[config.mk]
export PLATFORM = sky130hd
export DESIGN_NAME = cam_monitor_top
export DESIGN_NICKNAME = d
export VERILOG_FILES = /design/src/verilog/cam_mon_pkg.sv /design/src/verilog/mon_ctrl_if.sv /design/src/verilog/cam_monitor_top.sv /design/src/verilog/beat_counters.sv /design/src/verilog/monitor_fsm.sv /design/src/verilog/window_timer.sv /design/src/verilog/pixel_repack.sv /design/src/verilog/reg_bank.sv
export SDC_FILE = /design/constraint.sdc
export NUM_CORES = 1
export LEC_CHECK = 0
export BUFFER_PORTS_ARGS = -buffer_cell sky130_fd_sc_hd__buf_4
export CORE_ASPECT_RATIO = 1.25
export CORE_MARGIN = 2
export CORE_UTILIZATION = 59
export DETAILED_ROUTE_END_ITERATION = 10
export HOLD_SLACK_MARGIN = 0.02
export PLACE_DENSITY = 0.8
export SLEW_MARGIN = 20
export SYNTH_ARGS = -nofsm -noshare
export SYNTH_HDL_FRONTEND = slang
export SYNTH_SLANG_ARGS = --single-unit
[constraint.sdc]
create_clock -name reg_ctrl_clk -period 3.31 [get_ports reg_ctrl_clk]
set_clock_uncertainty 0.1 [all_clocks]
set_input_delay 0.331 -clock reg_ctrl_clk [delete_from_list [all_inputs] [get_ports reg_ctrl_clk]]
set_output_delay 0.331 -clock reg_ctrl_clk [all_outputs]
set_load 0.03 [all_outputs]
[src/verilog/cam_mon_pkg.sv]
// Single clock domain only; all widths, register indices and the window length are fixed here

package cam_mon_pkg;

   // ********************
   // Stream beat types
   // ********************
   // RGB565 camera beat
   typedef logic [15:0] pix565_t;
   // Repacked video beat, three bytes
   typedef logic [23:0] pix888_t;

   // ********************
   // Register port types
   // ********************
   typedef logic [8:0]  reg_addr_t;
   typedef logic [31:0] reg_data_t;
   // One enable per byte lane
   typedef logic [3:0]  reg_be_t;

   // ********************
   // Counter types
   // ********************
   // Frame starts, stats bits 31..24
   typedef logic [7:0]  sof_cnt_t;
   // Line ends, stats bits 23..12
   typedef logic [11:0] eol_cnt_t;
   // Accepted beats, stats bits 11..0
   typedef logic [11:0] beat_cnt_t;
   // Window timer
   typedef logic [15:0] win_cnt_t;
   // Completed windows, status bits 15..8
   typedef logic [7:0]  win_done_t;

   // Sequencer states, also reported in status bits 1..0
   typedef enum logic [1:0]
   {
      MON_IDLE    = 2'd0,
      MON_ARM     = 2'd1,
      MON_MEASURE = 2'd2,
      MON_LATCH   = 2'd3
   } mon_state_t;

   // ********************
   // Constants
   // ********************
   localparam reg_data_t FW_VERSION    = 32'h0001_0000;
   // Window length in reg_ctrl_clk cycles
   localparam win_cnt_t  WINDOW_CYCLES = 16'd2000;
   // Width of the LED field in LED_CTRL
   localparam int        LED_W         = 4;
   // Monitor enable bit in MON_CTRL
   localparam int        MON_EN_BIT    = 0;

   // Register word indices
   localparam reg_addr_t REG_FW_VER    = 9'd0;
   localparam reg_addr_t REG_LED_CTRL  = 9'd1;
   localparam reg_addr_t REG_MON_CTRL  = 9'd2;
   localparam reg_addr_t REG_IN_STATS  = 9'd3;
   localparam reg_addr_t REG_OUT_STATS = 9'd4;
   localparam reg_addr_t REG_STATUS    = 9'd5;

endpackage
[src/verilog/mon_ctrl_if.sv]
// Driven only by monitor_fsm; clear and snapshot are single-cycle pulses in reg_ctrl_clk
`timescale 1ns/1ns

interface mon_ctrl_if import cam_mon_pkg::*;
();

   // Zero the live counters
   logic       clear;
   // Counting window open
   logic       count_en;
   // Copy live counts to the stats words
   logic       snapshot;
   // Current sequencer state
   mon_state_t state;

   // Sequencer side
   modport fsm
   (
      output clear,
      output count_en,
      output snapshot,
      output state
   );

   // Beat counter side
   modport counter
   (
      input  clear,
      input  count_en,
      input  snapshot
   );

   // Register bank side
   modport regs
   (
      input  state,
      input  snapshot
   );

endinterface

[src/verilog/cam_monitor_top.sv]
// One clock, asynchronous active-low reset; camera and video streams share reg_ctrl_clk
`timescale 1ns/1ns

module cam_monitor_top import cam_mon_pkg::*;
(
   input  logic             reg_ctrl_clk,
   input  logic             arst_n_i,
   // Register port
   input  logic             reg_en_i,
   input  reg_be_t          reg_we_i,
   input  reg_addr_t        reg_addr_i,
   input  reg_data_t        reg_wdata_i,
   output reg_data_t        reg_rdata_o,
   // Camera stream
   input  pix565_t          cam_tdata_i,
   input  logic             cam_tvalid_i,
   input  logic             cam_tuser_i,
   input  logic             cam_tlast_i,
   output logic             cam_tready_o,
   // Video stream
   output pix888_t          vid_tdata_o,
   output logic             vid_tvalid_o,
   output logic             vid_tuser_o,
   output logic             vid_tlast_o,
   input  logic             vid_tready_i,
   // Board LEDs
   output logic [LED_W-1:0] led_o
);

   // ********************
   // Wires
   // ********************
   reg_data_t in_stats;
   reg_data_t out_stats;
   logic      mon_enable;
   logic      win_tick;
   logic      win_start;
   logic      sof_beat;

   mon_ctrl_if u_mon_ctrl ();

   // Accepted camera frame start
   assign sof_beat = cam_tvalid_i && cam_tready_o && cam_tuser_i;

   reg_bank u_reg_bank
   (
      .reg_ctrl_clk ( reg_ctrl_clk ),
      .arst_n_i     ( arst_n_i ),
      .reg_en_i     ( reg_en_i ),
      .reg_we_i     ( reg_we_i ),
      .reg_addr_i   ( reg_addr_i ),
      .reg_wdata_i  ( reg_wdata_i ),
      .reg_rdata_o  ( reg_rdata_o ),
      .in_stats_i   ( in_stats ),
      .out_stats_i  ( out_stats ),
      .mon_enable_o ( mon_enable ),
      .led_o        ( led_o ),
      .ctrl         ( u_mon_ctrl )
   );

   pixel_repack u_pixel_repack
   (
      .reg_ctrl_clk ( reg_ctrl_clk ),
      .arst_n_i     ( arst_n_i ),
      .cam_tdata_i  ( cam_tdata_i ),
      .cam_tvalid_i ( cam_tvalid_i ),
      .cam_tuser_i  ( cam_tuser_i ),
      .cam_tlast_i  ( cam_tlast_i ),
      .cam_tready_o ( cam_tready_o ),
      .vid_tdata_o  ( vid_tdata_o ),
      .vid_tvalid_o ( vid_tvalid_o ),
      .vid_tuser_o  ( vid_tuser_o ),
      .vid_tlast_o  ( vid_tlast_o ),
      .vid_tready_i ( vid_tready_i )
   );

   // ********************
   // Measurement control
   // ********************
   window_timer u_window_timer
   (
      .reg_ctrl_clk ( reg_ctrl_clk ),
      .arst_n_i     ( arst_n_i ),
      .start_i      ( win_start ),
      .tick_o       ( win_tick )
   );

   monitor_fsm u_monitor_fsm
   (
      .reg_ctrl_clk ( reg_ctrl_clk ),
      .arst_n_i     ( arst_n_i ),
      .enable_i     ( mon_enable ),
      .sof_beat_i   ( sof_beat ),
      .tick_i       ( win_tick ),
      .start_o      ( win_start ),
      .ctrl         ( u_mon_ctrl )
   );

   // Camera side counts
   beat_counters u_in_counters
   (
      .reg_ctrl_clk ( reg_ctrl_clk ),
      .arst_n_i     ( arst_n_i ),
      .valid_i      ( cam_tvalid_i ),
      .ready_i      ( cam_tready_o ),
      .tuser_i      ( cam_tuser_i ),
      .tlast_i      ( cam_tlast_i ),
      .ctrl         ( u_mon_ctrl ),
      .stats_o      ( in_stats )
   );

   // Video side counts
   beat_counters u_out_counters
   (
      .reg_ctrl_clk ( reg_ctrl_clk ),
      .arst_n_i     ( arst_n_i ),
      .valid_i      ( vid_tvalid_o ),
      .ready_i      ( vid_tready_i ),
      .tuser_i      ( vid_tuser_o ),
      .tlast_i      ( vid_tlast_o ),
      .ctrl         ( u_mon_ctrl ),
      .stats_o      ( out_stats )
   );

endmodule

[src/verilog/beat_counters.sv]
// Counts only while count_en is high; each field saturates and a clear in the same cycle still counts
`timescale 1ns/1ns

module beat_counters import cam_mon_pkg::*;
(
   input  logic        reg_ctrl_clk,
   input  logic        arst_n_i,
   // Observed stream
   input  logic        valid_i,
   input  logic        ready_i,
   input  logic        tuser_i,
   input  logic        tlast_i,
   mon_ctrl_if.counter ctrl,
   // Frame starts, line ends, beats
   output reg_data_t   stats_o
);

   sof_cnt_t  sof_q;
   eol_cnt_t  eol_q;
   beat_cnt_t beat_q;
   sof_cnt_t  sof_nxt;
   eol_cnt_t  eol_nxt;
   beat_cnt_t beat_nxt;
   logic      hit;

   // Beat transfers this cycle inside the window
   assign hit = ctrl.count_en && valid_i && ready_i;

   always_comb
   begin
      // Clear first so the clearing beat lands on zero
      sof_nxt  = ctrl.clear ? '0 : sof_q;
      eol_nxt  = ctrl.clear ? '0 : eol_q;
      beat_nxt = ctrl.clear ? '0 : beat_q;
      if (hit)
      begin
         // Hold at all ones
         if (tuser_i && !(&sof_nxt))
         begin
            sof_nxt = sof_nxt + 1'b1;
         end
         if (tlast_i && !(&eol_nxt))
         begin
            eol_nxt = eol_nxt + 1'b1;
         end
         if (!(&beat_nxt))
         begin
            beat_nxt = beat_nxt + 1'b1;
         end
      end
   end

   // Live counts and snapshot word
   always_ff @(posedge reg_ctrl_clk or negedge arst_n_i)
   begin
      if (!arst_n_i)
      begin
         sof_q   <= '0;
         eol_q   <= '0;
         beat_q  <= '0;
         stats_o <= '0;
      end
      else
      begin
         sof_q  <= sof_nxt;
         eol_q  <= eol_nxt;
         beat_q <= beat_nxt;
         if (ctrl.snapshot)
         begin
            stats_o <= {sof_q, eol_q, beat_q};
         end
      end
   end

endmodule

[src/verilog/monitor_fsm.sv]
// Windows align to an accepted camera tuser beat; clearing the enable aborts to idle
`timescale 1ns/1ns

module monitor_fsm import cam_mon_pkg::*;
(
   input  logic    reg_ctrl_clk,
   input  logic    arst_n_i,
   input  logic    enable_i,
   // Camera tuser beat accepted this cycle
   input  logic    sof_beat_i,
   input  logic    tick_i,
   output logic    start_o,
   mon_ctrl_if.fsm ctrl
);

   mon_state_t state_q;
   mon_state_t state_nxt;
   logic       arm_hit;

   // Frame start seen while armed
   assign arm_hit = (state_q == MON_ARM) && enable_i && sof_beat_i;

   // ********************
   // Next state
   // ********************
   always_comb
   begin
      state_nxt = state_q;
      case (state_q)
         MON_IDLE:    if (enable_i) state_nxt = MON_ARM;
         MON_ARM:     if (arm_hit) state_nxt = MON_MEASURE;
         MON_MEASURE: if (tick_i) state_nxt = MON_LATCH;
         MON_LATCH:   state_nxt = MON_ARM;
         default:     state_nxt = MON_IDLE;
      endcase
      // Disable wins from any state
      if (!enable_i)
      begin
         state_nxt = MON_IDLE;
      end
   end

   always_ff @(posedge reg_ctrl_clk or negedge arst_n_i)
   begin
      if (!arst_n_i)
      begin
         state_q <= MON_IDLE;
      end
      else
      begin
         state_q <= state_nxt;
      end
   end

   // ********************
   // Outputs
   // ********************
   // Arming beat clears, restarts the timer and is counted itself
   assign start_o       = arm_hit;
   assign ctrl.clear    = arm_hit;
   assign ctrl.count_en = arm_hit || (state_q == MON_MEASURE);
   assign ctrl.snapshot = (state_q == MON_LATCH);
   assign ctrl.state    = state_q;

endmodule

[src/verilog/window_timer.sv]
// Fixed window of WINDOW_CYCLES; a new start_i restarts a running window
`timescale 1ns/1ns

module window_timer import cam_mon_pkg::*;
(
   input  logic reg_ctrl_clk,
   input  logic arst_n_i,
   input  logic start_i,
   output logic tick_o
);

   win_cnt_t count_q;
   logic     running_q;
   logic     last_cycle;

   // Count 0 is the first cycle after start, so the last is WINDOW_CYCLES-1
   assign last_cycle = running_q && (count_q == WINDOW_CYCLES - 1'b1);
   assign tick_o     = last_cycle;

   always_ff @(posedge reg_ctrl_clk or negedge arst_n_i)
   begin
      if (!arst_n_i)
      begin
         count_q   <= '0;
         running_q <= 1'b0;
      end
      else if (start_i)
      begin
         count_q   <= '0;
         running_q <= 1'b1;
      end
      else if (last_cycle)
      begin
         // Stop and wait for the next start
         running_q <= 1'b0;
      end
      else if (running_q)
      begin
         count_q <= count_q + 1'b1;
      end
   end

endmodule

[src/verilog/pixel_repack.sv]
// One-beat stage; input must hold valid and payload stable until accepted
`timescale 1ns/1ns

module pixel_repack import cam_mon_pkg::*;
(
   input  logic    reg_ctrl_clk,
   input  logic    arst_n_i,
   // Camera side
   input  pix565_t cam_tdata_i,
   input  logic    cam_tvalid_i,
   input  logic    cam_tuser_i,
   input  logic    cam_tlast_i,
   output logic    cam_tready_o,
   // Video side
   output pix888_t vid_tdata_o,
   output logic    vid_tvalid_o,
   output logic    vid_tuser_o,
   output logic    vid_tlast_o,
   input  logic    vid_tready_i
);

   logic load;

   // Accept when the stage is empty or drains this cycle
   assign cam_tready_o = !vid_tvalid_o || vid_tready_i;
   assign load         = cam_tvalid_i && cam_tready_o;

   // Stage occupancy
   always_ff @(posedge reg_ctrl_clk or negedge arst_n_i)
   begin
      if (!arst_n_i)
      begin
         vid_tvalid_o <= 1'b0;
      end
      else if (load)
      begin
         vid_tvalid_o <= 1'b1;
      end
      else if (vid_tready_i)
      begin
         vid_tvalid_o <= 1'b0;
      end
   end

   // Payload, held under back-pressure
   always_ff @(posedge reg_ctrl_clk)
   begin
      if (load)
      begin
         // Bits 4..0 high byte, 15..11 middle, 10..5 low; zero fill below
         vid_tdata_o <= {cam_tdata_i[4:0],   3'd0,
                         cam_tdata_i[15:11], 3'd0,
                         cam_tdata_i[10:5],  2'd0};
         vid_tuser_o <= cam_tuser_i;
         vid_tlast_o <= cam_tlast_i;
      end
   end

endmodule

[src/verilog/reg_bank.sv]
// Word-indexed registers, one-cycle read latency; writes to read-only or unknown indices are ignored
`timescale 1ns/1ns

module reg_bank import cam_mon_pkg::*;
(
   input  logic             reg_ctrl_clk,
   input  logic             arst_n_i,
   // Register access port
   input  logic             reg_en_i,
   input  reg_be_t          reg_we_i,
   input  reg_addr_t        reg_addr_i,
   input  reg_data_t        reg_wdata_i,
   output reg_data_t        reg_rdata_o,
   // Snapshot words from the two monitors
   input  reg_data_t        in_stats_i,
   input  reg_data_t        out_stats_i,
   // Control outputs
   output logic             mon_enable_o,
   output logic [LED_W-1:0] led_o,
   mon_ctrl_if.regs         ctrl
);

   // ********************
   // Declarations
   // ********************
   reg_data_t led_ctrl_q;
   reg_data_t mon_ctrl_q;
   win_done_t win_done_q;
   logic      wr_en;
   logic      rd_en;
   reg_data_t status_word;

   // Merge write data into the old value lane by lane
   function automatic reg_data_t apply_be(reg_data_t old_val, reg_data_t new_val, reg_be_t be);
      reg_data_t res;
      res = old_val;
      for (int i = 0; i < $bits(reg_be_t); i++)
      begin
         if (be[i])
         begin
            res[i*8 +: 8] = new_val[i*8 +: 8];
         end
      end
      return res;
   endfunction

   // Any nonzero byte enable makes a write
   assign wr_en = reg_en_i && (reg_we_i != '0);
   assign rd_en = reg_en_i && (reg_we_i == '0);

   // Window count above, sequencer state in the low bits
   assign status_word = {16'h0000, win_done_q, 6'b000000, ctrl.state};

   // ********************
   // Writable registers
   // ********************
   always_ff @(posedge reg_ctrl_clk or negedge arst_n_i)
   begin
      if (!arst_n_i)
      begin
         led_ctrl_q <= '0;
         mon_ctrl_q <= '0;
      end
      else if (wr_en)
      begin
         if (reg_addr_i == REG_LED_CTRL)
         begin
            led_ctrl_q <= apply_be(led_ctrl_q, reg_wdata_i, reg_we_i);
         end
         if (reg_addr_i == REG_MON_CTRL)
         begin
            mon_ctrl_q <= apply_be(mon_ctrl_q, reg_wdata_i, reg_we_i);
         end
      end
   end

   // Completed windows, one per snapshot, wraps at 8 bits
   always_ff @(posedge reg_ctrl_clk or negedge arst_n_i)
   begin
      if (!arst_n_i)
      begin
         win_done_q <= '0;
      end
      else if (ctrl.snapshot)
      begin
         win_done_q <= win_done_q + 1'b1;
      end
   end

   // ********************
   // Read path
   // ********************
   always_ff @(posedge reg_ctrl_clk or negedge arst_n_i)
   begin
      if (!arst_n_i)
      begin
         reg_rdata_o <= '0;
      end
      else if (rd_en)
      begin
         case (reg_addr_i)
            REG_FW_VER:    reg_rdata_o <= FW_VERSION;
            REG_LED_CTRL:  reg_rdata_o <= led_ctrl_q;
            REG_MON_CTRL:  reg_rdata_o <= mon_ctrl_q;
            REG_IN_STATS:  reg_rdata_o <= in_stats_i;
            REG_OUT_STATS: reg_rdata_o <= out_stats_i;
            REG_STATUS:    reg_rdata_o <= status_word;
            // Holes in the map
            default:       reg_rdata_o <= '0;
         endcase
      end
   end

   // LEDs track the register directly
   assign led_o        = led_ctrl_q[LED_W-1:0];
   assign mon_enable_o = mon_ctrl_q[MON_EN_BIT];

endmodule

Yosys cells after proc, flatten, opt, wreduce, memory -nomap -nowiden
Index checks and enable logic that the tools add are counted.

Logic and storage cells: 121. Input bits: 68. Output and inout bits: 64. Bits in registers: 270.

$add $sub $neg: 8. Multiplexer cells: 30. Equal/unequal tests: 12. Reductions and logical operators: 46.

Operator list (count): case mux 32 bit (6 select lines) (1); two-way mux 12 bit (12); adder 12 x 1 -> 12 bit (second input constant) (4); two-way mux 16 bit (3); two-way mux 8 bit (6); AND reduction 12 bit (4); adder 8 x 1 -> 8 bit (second input constant) (3); AND reduction 3 bit (8); == test 9 x 2 -> 1 bit (second input constant) (2); == test 9 x 3 -> 1 bit (second input constant) (2); adder 16 x 1 -> 16 bit (second input constant) (1); == test 16 x 11 -> 1 bit (second input constant) (1); AND reduction 8 bit (2); logical AND 1 bit (15); == test 9 x 1 -> 1 bit (second input constant) (1); logical NOT 9 bit (1); two-way mux 2 bit (3); inequality test 3 x 2 -> 1 bit (second input constant) (2); case mux 2 bit (3 select lines) (1); nonzero test 2 bit (3); logical NOT 1 bit (5); == test 2 bit (second input constant) (2); logical NOT 4 bit (1); two-way mux 1 bit (4); 7 further kinds (9).

Logic depth before layout (Yosys ltp)
Gate-level depths: netlist of the first run.

Word-level depth: 11. Depth in mapped cells: 15. Depth with buffers taken out: 11.

Cells and area by module
Synthesis of the first run repeated with hierarchy kept, for this count alone.

Cell total of the unflattened synthesis: 1034. Area, all modules: 12871.1 µm².

By module, submodules not included: beat_counters (seq. area each 1601.5 µm², cells each 245, instances 2, area an instance 3050.4 µm²); reg_bank (seq. area each 2602.5 µm², cells each 402, instances 1, area an instance 5029.8 µm²); window_timer (seq. area each 425.4 µm², cells each 92, instances 1, area an instance 910.9 µm²); pixel_repack (seq. area each 565.5 µm², cells each 31, instances 1, area an instance 658.1 µm²); monitor_fsm (seq. area each 50.0 µm², cells each 18, instances 1, area an instance 165.2 µm²); cam_monitor_top (seq. area each 0.0 µm², cells each 1, instances 1, area an instance 6.3 µm²).

Least setup slack after synthesis of the first run
No wires, ideal clock.

Kind: register -> register. Start point: reg u_monitor_fsm.state_q[1], in the netlist u_monitor_fsm.ctrl.state[1]. End point: reg u_out_counters.eol_q[5]. Slack: 0.299 ns. Required time: 3.074 ns. Buffers on the path: 4. Arrival time: 2.775 ns. Library setup time: 0.136 ns. Cell stages (with the launch flop): 16. Cell sequence: dfrtp_1 > inv_1 > ha_1 > and3_1 > buf_6 > nand3_1 > buf_2 > buf_2 > and2_1 > ha_1 > nand4_1 > nor3_1 > a21o_1 > buf_6 > or3_1 > a21oi_1.

Cells in the longest elaborated chain, start to end: 9.

RTL lines: start, declared (RTL line monitor_fsm.sv:16) `mon_state_t state_q;`; start signal, assigned (RTL line monitor_fsm.sv:51) `state_q <= state_nxt;`; parallel branches: the longest is 8 deep, another holds adder 12 x 1 -> 12 bit; two-way mux 12 bit (*) (RTL line beat_counters.sv:35) `if (hit)`; via u_out_counters.eol_nxt[5] (RTL line beat_counters.sv:22) `eol_cnt_t eol_nxt;`; end signal, assigned (RTL line beat_counters.sv:66) `eol_q <= eol_nxt;`; end, declared (RTL line beat_counters.sv:19) `eol_cnt_t eol_q;`.

Mark *: on every way through the listed nets, which the timed path passes. A chain may end at the register's enable or synchronous reset.

Final worst setup path of the first run
Start point: reg u_monitor_fsm.state_q[1], in the netlist u_monitor_fsm.ctrl.state[1]. End point: reg u_in_counters.sof_q[6].

Cells in the longest elaborated chain, start to end: 9.

RTL lines: parallel branches: the longest is 8 deep, another holds adder 8 x 1 -> 8 bit; two-way mux 8 bit (*) (RTL line beat_counters.sv:35); via u_in_counters.sof_nxt[6] (RTL line beat_counters.sv:21) `sof_cnt_t sof_nxt;`; end signal, assigned (RTL line beat_counters.sv:65) `sof_q <= sof_nxt;`; end, declared (RTL line beat_counters.sv:18) `sof_cnt_t sof_q;`.

Marked as above.

==> qor.csv, run 1 <==
metric,value,unit
Clock Pin Slew Worst Setup and Hold Paths,60,ps
Final setup viols,0,
vias in the first global route,9471,
minimum clock period,3152,ps
postcts setup bufs,0,
row cnt,60,
number of synthesized flops with an enable pin,18,
Starting Density,59.55,%
Crit Path Max Fanout,15,
max-slew violations,0,
drt drc,0,
TritonCTS clock tree,yes,
Fill cells,1473,
Setup crit start kind,register,
Slew Limit Headroom,50.08,%
clock power share,43.7,%
initial DRC count,637,
drt via density,6.024,
die area,22720,µm²
initial antenna violation count,0,
total CTS buffers,27,
I/O Pins,132,
mapped cell area,12700,µm²
All-Layer GR Usage,27.23,%
Max VDD drop,0.3743,mV
CORE AREA,21320,µm²
die height,168.0,µm
global-route wire length before repair,49170,µm
CTS sink cnt,270,
TNS Setup,0,ps
"Hold Vio Cnt, Final",0,
worst hold path class,input port to register,
Comb pwr share,5.6,%
clock latency on the worst-skew pair,530,ps
fin crit share,95.23,%
unrepaired setup endpoints after global routing,yes,
GRT overflow,0,
largest net degree at the start of global routing,87,
die width,135.2,µm
Synth cell types,66,
Worst R2R Setup Slack,160,ps
routed length per placed instance,20.09,µm
outcome,"finished, final reports clean",
Synth async-reset ratio,93.33,%
Multi-input gate area,5517,µm²
internal power,5202,µW
Critical Path RT,3600,ps
Switching Fraction,22.12,%
gp weighted congestion,0.9054,
crit end category,register,
sequential share of power,50.7,%
Crit path arrival time,3440,ps
drt first pass iters,5,
WL final,30510,µm
"Top FF cell, synth",dfrtp_1,
Syn-to-layout area delta,20.38,%
Least-Margin Pin Slew,748.0,ps
H-tree levels,1,
Pleak,0.007275,µW
P_sw,1477,µW
Yosys reg bits,270,
MaxCap Viol Count,0,
Storage cell area,6847,µm²
# diodes,0,
HPWL after DPL,20290,µm
"Net count, final",1300,
placed insts,1419,
final non-filler cell total,1519,
Max Buffers Root-to-Sink,3,
CTS root buf,clkbuf_16,
PwrDens,437.0,nW/µm²
DR vias,9151,
post-synthesis cell count,1046,
share of post-route cells with drive strength above 1,29.03,%
Fmax,317.3,MHz
worst setup path category,register to register,
antenna-violating nets left,0,
syn avg cell area,12.14,µm²
port bufs,123,
post-synthesis sequential area ratio,53.92,%
yosys warns,0,
==> state kept, by name, indices dropped and copies added, names as in the netlist, 16 cells and up <==
register and cells:
u_in_counters.stats_o 32, u_out_counters.stats_o 32, u_pixel_repack.vid_tdata_o 16, u_reg_bank.led_ctrl_q 32, u_reg_bank.mon_ctrl_q 32, u_reg_bank.reg_rdata_o 32
u_window_timer.count_q 16
==> logic make-up (layout without fill, tap and decap cells) <==
logic type	after synthesis	after routing	share of synthesized area, %
and+or+nand+nor	305	305	12.83
DFF	270	270	53.92
other	1	8	0.02953
xor gates and xnor gates	51	51	3.518
AOI/OAI and AO/OA	147	147	8.514
muxes	184	184	17.11
adders and majority gates	11	11	1.084
buffers and inverters	77	264	2.996
==> final cells by class <==
| class | instances | area share (%) |
|---|---|---|
| inverters | 15 | 0.3684 |
| clock inverters | 5 | 0.1883 |
| well taps | 279 | 2.284 |
| flip-flops and latches | 270 | 44.79 |
| multi-input cells | 706 | 36.09 |
| clock buffers | 43 | 5.337 |
| repair buffers | 201 | 10.94 |
==> cell usage after synthesis, drive strengths merged (18+ instances only) <==
master    n  area (µm²)
dfrtp   252        6306
mux2    144        1772
nand2    81       401.6
nor2     69       261.5
nand3    42       210.2
mux2i    40       400.4
o21ai    36       180.2
buf      31       207.7
clkbuf   31       116.4
xnor2    30       262.8
a21oi    23       118.9
nand4    22       137.6
a221oi   21       183.9
xor2     21       183.9
edfxtp   18       540.5
==> cells in the final DEF, fill, tap and decap left out, types with 27 or more instances in the layout <==
cell type | Yosys | final
nor2_1 | 68 | 68
buf_4 | 15 | 146
dfrtp_1 | 252 | 252
o21ai_0 | 36 | 36
clkbuf_16 | 0 | 27
nand3_1 | 42 | 42
dlygate4sd3_1 | 0 | 52
mux2i_1 | 40 | 40
xnor2_1 | 30 | 30
mux2_4 | 40 | 40
mux2_2 | 104 | 104
nand2_1 | 72 | 72
==> stage by stage <==
| stage | area [µm²] | total power [µW] | hold WS [ps] | worst slack, ps | utilization, % |
|---|---|---|---|---|---|
| after floorplan | 12720 | 3579 | -64.59 | 298.5 | - |
| after global placement | 13910 | 3764 | 267.9 | 296.3 | 65.25 |
| after detailed placement | 13910 | 3770 | 268.0 | 147.3 | 65.25 |
| after CTS | 15280 | 6728 | 136.2 | 115.6 | 71.65 |
| after global routing | 15280 | 6895 | 149.9 | -10.64 | 71.69 |
| final | 15280 | 6679 | 151.6 | 158.0 | 71.69 |
==> metal layers <==
| metal | up-vias | track usage [%] | part of all wire (%) |
|---|---|---|---|
| met2 | 323 | 45.88 | 49 |
| met5 | - | 0 | 0 |
| met3 | 77 | 4.125 | 5.5 |
| li1 | 4144 | - | - |
| met4 | 0 | 10.55 | 3.7 |
| met1 | 4607 | 35.66 | 42 |
==> power by group through the flow <==
stage | Combinational, µW | Sequential, µW | Clock [µW]
6_report | 371 | 3390 | 2920
5_1_grt | 403 | 3390 | 3100
4_1_cts | 374 | 3390 | 2970
3_5_place_dp | 323 | 3450 | 0
3_3_place_gp | 318 | 3450 | 0
2_1_floorplan | 110 | 3470 | 0
==> critical path: stages (launching register included) <==
cell and delay (ps):
dfrtp_1 370, inv_1 60, ha_1 150, and3_1 170, nand3_1 290, buf_4 310
and2_1 200, ha_1 200, nand3_1 130, o21ai_0 250, a2111oi_1 550, xnor2_1 170
nor2_1 50
==> final timing paths <==
check                                       startpoint                   endpoint  depth (start not counted)
max                        u_monitor_fsm.ctrl.state[1]     u_in_counters.sof_q[6]                         12
min                                        reg_we_i[1]  u_reg_bank.led_ctrl_q[11]                          3
max reg2reg                u_monitor_fsm.ctrl.state[1]     u_in_counters.sof_q[6]                         12
min reg2reg                   u_reg_bank.win_done_q[7]   u_reg_bank.win_done_q[7]                          1
max in group asynchronous                     arst_n_i    u_in_counters.beat_q[0]                          3
min in group asynchronous                     arst_n_i  u_reg_bank.led_ctrl_q[19]                          2
==> what timing repair did <==
action,in CTS,in global routing
endpoints found under the setup margin,0,9
endpoints found under the hold margin,164,0
gates resized for setup,0,2
hold buffers,52,0
(Power assumes the default switching activity.)
==> run 2, diff against run 1 <==
--- a/config.mk
+++ b/config.mk
@@ -12,6 +12,7 @@
 export DETAILED_ROUTE_END_ITERATION = 10
 export HOLD_SLACK_MARGIN = 0.02
 export PLACE_DENSITY = 0.8
+export REMOVE_ABC_BUFFERS = 1
 export SLEW_MARGIN = 20
 export SYNTH_ARGS = -nofsm -noshare
 export SYNTH_HDL_FRONTEND = slang
==> constraint.sdc (replaced) <==
create_clock -name reg_ctrl_clk -period 3.31 [get_ports reg_ctrl_clk]
set_clock_uncertainty 0.1 [all_clocks]
set_input_delay 0.993 -clock reg_ctrl_clk [delete_from_list [all_inputs] [get_ports reg_ctrl_clk]]
set_output_delay 0.993 -clock reg_ctrl_clk [all_outputs]
set_load 0.03 [all_outputs]
==> run 2 against run 1 <==
Combinational power decreased by 9.2%. Design area decreased by 1.4%. Sequential share of layout area increased by 0.62 points. Hold slack better by 200 ps. Clock power grew 8.6%. Routed wire length grew 4.3%. Worst setup slack better by 52 ps. Critical endpoint is now u_in_counters.eol_q[9].
==> qor.csv, run 2 (same netlist as run 1, synthesis figures left out) <==
metric,value,unit,change
outcome,"finished, final reports clean",,
Max Buffers Root-to-Sink,3,,unchanged
port bufs,123,,unchanged
max-slew violations,0,,unchanged
GRT overflow,0,,unchanged
die area,22720,µm²,unchanged
most frequent cells in the layout,"dfrtp_1, buf_4, mux2_2",,
minimum clock period,3100,ps,-52.27 ps
Starting Density,59.55,%,unchanged
CTS root buf,clkbuf_16,,
CTS Hold Bufs,0,,-100%
TritonCTS clock tree,yes,,
HPWL after DPL,21990,µm,+8.4%
largest net degree at the start of global routing,82,,-5.7%
final non-filler cell total,1497,,-1.4%
Reg2Reg Launch Point,u_monitor_fsm.ctrl.state[0],,
Setup crit start kind,register,,
fin crit share,93.65,%,-1.6 points
I/O Pins,132,,unchanged
Fill cells,1515,,+2.9%
All-Layer GR Usage,28.86,%,+1.6 points
drt first pass iters,5,,unchanged
Worst R2R Setup Slack,210,ps,+50 ps
antenna-violating nets left,0,,unchanged
Critical Path RT,3650,ps,+50 ps
worst reg-to-reg path cell count,11,,-1
CTS sink cnt,270,,unchanged
clock latency on the worst-skew pair,540,ps,about the same
worst r2r dst,u_in_counters.eol_q[9],,
global-route wire length before repair,51470,µm,+4.7%
Slew Limit Headroom,49.17,%,-0.91 points
Max VDD drop,0.3844,mV,+2.7%
initial antenna violation count,0,,unchanged
placed insts,1447,,+2.0%
MaxCap Viol Count,0,,unchanged
Post-CTS Resized,0,,unchanged
final worst slack,210.2,ps,+52.27 ps
routed length per placed instance,21.27,µm,+5.9%
worst setup path category,register to register,,
Clock Pin Slew Worst Setup and Hold Paths,60,ps,about the same
worst hold path class,input port to async pin,,
CP Capture Point,u_in_counters.eol_q[9],,
postcts setup bufs,0,,unchanged
die width,135.2,µm,unchanged
CORE AREA,21320,µm²,unchanged
crit end category,register,,
dpl ws,-97.24,ps,-244.6 ps
Crit path arrival time,3440,ps,about the same
drt drc,0,,unchanged
H-tree levels,1,,unchanged
row cnt,60,,unchanged
Fmax,322.6,MHz,+1.7%
die height,168.0,µm,unchanged
drt via density,6.096,,+1.2%
Crit Path Max Fanout,13,,-2
# diodes,0,,unchanged
share of post-route cells with drive strength above 1,32.02,%,+3.0 points
Pleak,0.007250,µW,-0.35%
"Hold Vio Cnt, Final",0,,unchanged
Hold WS,348.4,ps,+196.9 ps
"Net count, final",1276,,-1.8%
vias in the first global route,9716,,+2.6%
unrepaired setup endpoints after global routing,no,,
initial DRC count,519,,-19%
WL final,31840,µm,+4.3%
Syn-to-layout area delta,18.72,%,
gp weighted congestion,0.8833,,-2.4%
PwrDens,457.5,nW/µm²,+4.7%
"most common cell after layout, fill and taps aside",dfrtp_1,,
Final setup viols,0,,unchanged
CP startpoint,u_monitor_fsm.ctrl.state[0],,
total CTS buffers,27,,unchanged
Least-Margin Pin Slew,759.9,ps,+11.96 ps
DR vias,9126,,-0.27%
run 2: power breakdown:
group	total [µW]	switching (µW)	internal, µW
sequential	3390	22.8	3370
clock	3170	1280	1890
combinational	337	212	126
run 2: final cells by class:
| cell class | count | area (µm²) | share of cell area [%] |
|---|---|---|---|
| clock inverter | 16 | 178.9 | 1.187 |
| multi-input combinational | 706 | 5515 | 36.59 |
| clock buffer | 34 | 742.0 | 4.922 |
| tap | 279 | 349.1 | 2.316 |
| timing repair buffer | 177 | 1386 | 9.197 |
| inverter | 15 | 56.30 | 0.3735 |
| sequential | 270 | 6847 | 45.42 |
run 2: metrics by stage:
step                      TNS (ps)  area [µm²]  util, %  total power, µW
after floorplan             -65540       12400        -             3548
after global placement      -220.4       14150    66.36             3778
after detailed placement    -848.3       14150    66.36             3786
after CTS                        0       15070    70.67             6925
after global routing             0       15070    70.70             7095
final                            0       15070    70.70             6897
run 2: worst min-delay path by stage:
stage / startpoint / end / cells past startpoint
floorplan: u_reg_bank.win_done_q[7] / u_reg_bank.win_done_q[7] / 1
global placement: u_reg_bank.win_done_q[7] / u_reg_bank.win_done_q[7] / 1
detailed placement: u_reg_bank.win_done_q[7] / u_reg_bank.win_done_q[7] / 1
CTS: arst_n_i / u_reg_bank.reg_rdata_o[16] / 1
global route: u_reg_bank.win_done_q[7] / u_reg_bank.win_done_q[7] / 1
finish: arst_n_i / u_reg_bank.mon_ctrl_q[13] / 1
run 2: critical path, stage by stage (launching register included):
cell	delay (ps)
dfrtp_1	410
ha_1	280
and3_1	220
nand3_1	130
buf_4	200
and2_1	170
ha_1	220
and3_1	190
and4_1	220
a31o_2	330
or3_1	330
a21oi_1	210
run 2: routing by layer:
metal	GRT usage (%)	share of wire [%]	up-vias	wire length (µm)
li1	-	-	4086	-
met1	37.17	39	4591	12520
met2	48.22	50	374	15940
met3	4.577	6.2	75	1964
met4	13.04	4.4	0	1413
met5	0	0	-	0
==> run 3, diff against run 2 <==
--- a/config.mk
+++ b/config.mk
@@ -8,10 +8,9 @@
 export BUFFER_PORTS_ARGS = -buffer_cell sky130_fd_sc_hd__buf_4
 export CORE_ASPECT_RATIO = 1.25
 export CORE_MARGIN = 2
-export CORE_UTILIZATION = 59
+export CORE_UTILIZATION = 46
 export DETAILED_ROUTE_END_ITERATION = 10
 export HOLD_SLACK_MARGIN = 0.02
-export PLACE_DENSITY = 0.8
 export REMOVE_ABC_BUFFERS = 1
 export SLEW_MARGIN = 20
 export SYNTH_ARGS = -nofsm -noshare
==> run 3 against run 2 <==
Die area rose by 27%. First-iteration DRC count rose by 2.7%. Design area rose by 1.3%. Clock power rose by 5%. Hold slack got worse by 98 ps. Sequential power barely moved. Maximum frequency rose by 3.9%. Global-route usage fell by 6.5 points. Flip-flop and latch count did not move. Via count fell by 2.9%. Worst setup slack improved by 120 ps. Sequential share of layout area fell by 0.58 points.
==> qor.csv, run 3 (same netlist as run 1, synthesis figures left out) <==
metric,value,unit,change
outcome,"finished, final reports clean",,
vias in the first global route,9020,,-7.2%
Least-Margin Pin Slew,783.3,ps,+23.33 ps
CP max stage delay,420,ps,about the same
Final setup viols,0,,unchanged
Fill cells,2340,,+54%
Crit path arrival time,3350,ps,-90 ps
Storage cell area,6847,µm²,unchanged
worst setup path category,register to register,,
Slew Limit Headroom,47.61,%,-1.6 points
Max VDD drop,0.4002,mV,+4.1%
die width,152.6,µm,+13%
global-route wire length before repair,51560,µm,+0.17%
worst reg-to-reg path cell count,11,,unchanged
Max Buffers Root-to-Sink,3,,unchanged
port bufs,123,,unchanged
row cnt,68,,+13%
I/O Pins,132,,unchanged
GRT overflow,0,,unchanged
antenna-violating nets left,0,,unchanged
postcts setup bufs,0,,unchanged
share of post-route cells with drive strength above 1,32.54,%,+0.53 points
Post-CTS Resized,0,,unchanged
crit end category,register,,
total CTS buffers,28,,+3.7%
Pleak,0.007300,µW,+0.70%
unrepaired setup endpoints after global routing,no,,
TritonCTS clock tree,yes,,
PwrDens,461.9,nW/µm²,+0.95%
CP cell instances,ha_1 > and3_1 > nand3_1 > buf_4 > and2_1 > ha_1 > and3_1 > and4_1 > a31o_2 > or3_1 > a21oi_1,,
Worst R2R Setup Slack,330,ps,+120 ps
drt via density,5.625,,-7.7%
max-slew violations,0,,unchanged
minimum clock period,2984,ps,-116.2 ps
Syn-to-layout area delta,20.26,%,
clock latency on the worst-skew pair,550,ps,about the same
"Hold Vio Cnt, Final",0,,unchanged
MaxCap Viol Count,0,,unchanged
crit path max-delay cell type,dfrtp_1,,
Hold WS,250.6,ps,-97.80 ps
H-tree levels,1,,unchanged
Multi-input gate area,5515,µm²,unchanged
CTS root buf,clkbuf_16,,
gp weighted congestion,0.8374,,-5.2%
"most common cell after layout, fill and taps aside",dfrtp_1,,
DR vias,8865,,-2.9%
"Net count, final",1284,,+0.63%
WL final,32080,µm,+0.77%
drt drc,0,,unchanged
dpl ws,-80.92,ps,+16.33 ps
die height,189.8,µm,+13%
Clock Pin Slew Worst Setup and Hold Paths,60,ps,about the same
fin crit share,90.14,%,-3.5 points
Fmax,335.2,MHz,+3.9%
worst hold path class,input port to async pin,,
routed length per placed instance,20.36,µm,-4.3%
HPWL after DPL,22650,µm,+3.0%
Setup crit start kind,register,,
All-Layer GR Usage,22.35,%,-6.5 points
largest net degree at the start of global routing,78,,-4.9%
# diodes,0,,unchanged
most frequent cells in the layout,"dfrtp_1, buf_4, mux2_2",,
CTS sink cnt,270,,unchanged
initial antenna violation count,0,,unchanged
Crit Path Max Fanout,13,,unchanged
Starting Density,46.35,%,-13 points
CTS Hold Bufs,0,,unchanged
die area,28960,µm²,+27%
Critical Path RT,3670,ps,+20 ps
drt first pass iters,4,,-1
CORE AREA,27400,µm²,+28%
final worst slack,326.5,ps,+116.2 ps
initial DRC count,533,,+2.7%
==> run 3: cell types whose count changed in the layout (fill, tap and decap cells not counted), sizes merged <==
| cell | change |
|---|---|
| inv | -1 |
| clkbuf | +6 |
| clkinv | -5 |
| clkinvlp | +1 |
| buf | +7 |
==> run 3: worst paths after layout <==
| path | to | start |
|---|---|---|
| max in group asynchronous | u_out_counters.sof_q[0] | arst_n_i |
| min reg2reg | u_reg_bank.win_done_q[7] | u_reg_bank.win_done_q[7] |
| min in group reg_ctrl_clk | u_reg_bank.win_done_q[7] | u_reg_bank.win_done_q[7] |
| min | u_reg_bank.mon_ctrl_q[13] | arst_n_i |
| max reg2reg | u_in_counters.eol_q[8] | u_monitor_fsm.ctrl.state[0] |
| max | u_in_counters.eol_q[8] | u_monitor_fsm.ctrl.state[0] |
==> run 3: report_power, final <==
group          internal [µW]  switching [µW]  leakage, µW  total (µW)
registers               3370            22.4      0.00367        3390
clock network           2020            1310     0.000481        3330
logic                    125             212      0.00315         338
total                   5510            1540      0.00730        7050
==> run 3: stage by stage <==
| step | area (µm²) | total power [µW] | util, % | instances | setup TNS [ps] |
|---|---|---|---|---|---|
| after global placement | 14290 | 3788 | 52.16 | 1525 | -244.7 |
| after global routing | 15270 | 7300 | 55.74 | 1576 | 0 |
| after detailed placement | 14300 | 3792 | 52.18 | 1525 | -460.1 |
| after floorplan | 12400 | 3548 | - | 991 | -65540 |
| after CTS | 15270 | 7127 | 55.74 | 1576 | 0 |
| final | 15270 | 7053 | 55.74 | 1576 | 0 |
==> run 3: cell type report <==
cell class	count	share of cell area, %
clock inverters	11	1.032
multi-input cells	706	36.12
clock buffers	40	5.351
inverters	15	0.3687
well taps	350	2.868
repair buffers	184	9.423
flip-flops and latches	270	44.84
==> run 3: routing by layer <==
metal,global-route usage [%],share of wire (%),vias up
met1,29.88,44,4497
li1,-,-,4101
met5,0,0,-
met2,38.05,49,214
met3,2.984,4.4,53
met4,7.051,3.1,0
==> run 3: worst max-delay path, delay by kind of cell, from the launching register on <==
family / cells / cell delay, ps
compound gates: 2 / 460
fa+ha+maj: 2 / 490
buf+inv: 1 / 180
flops: 1 / 420
simple gates: 6 / 1250
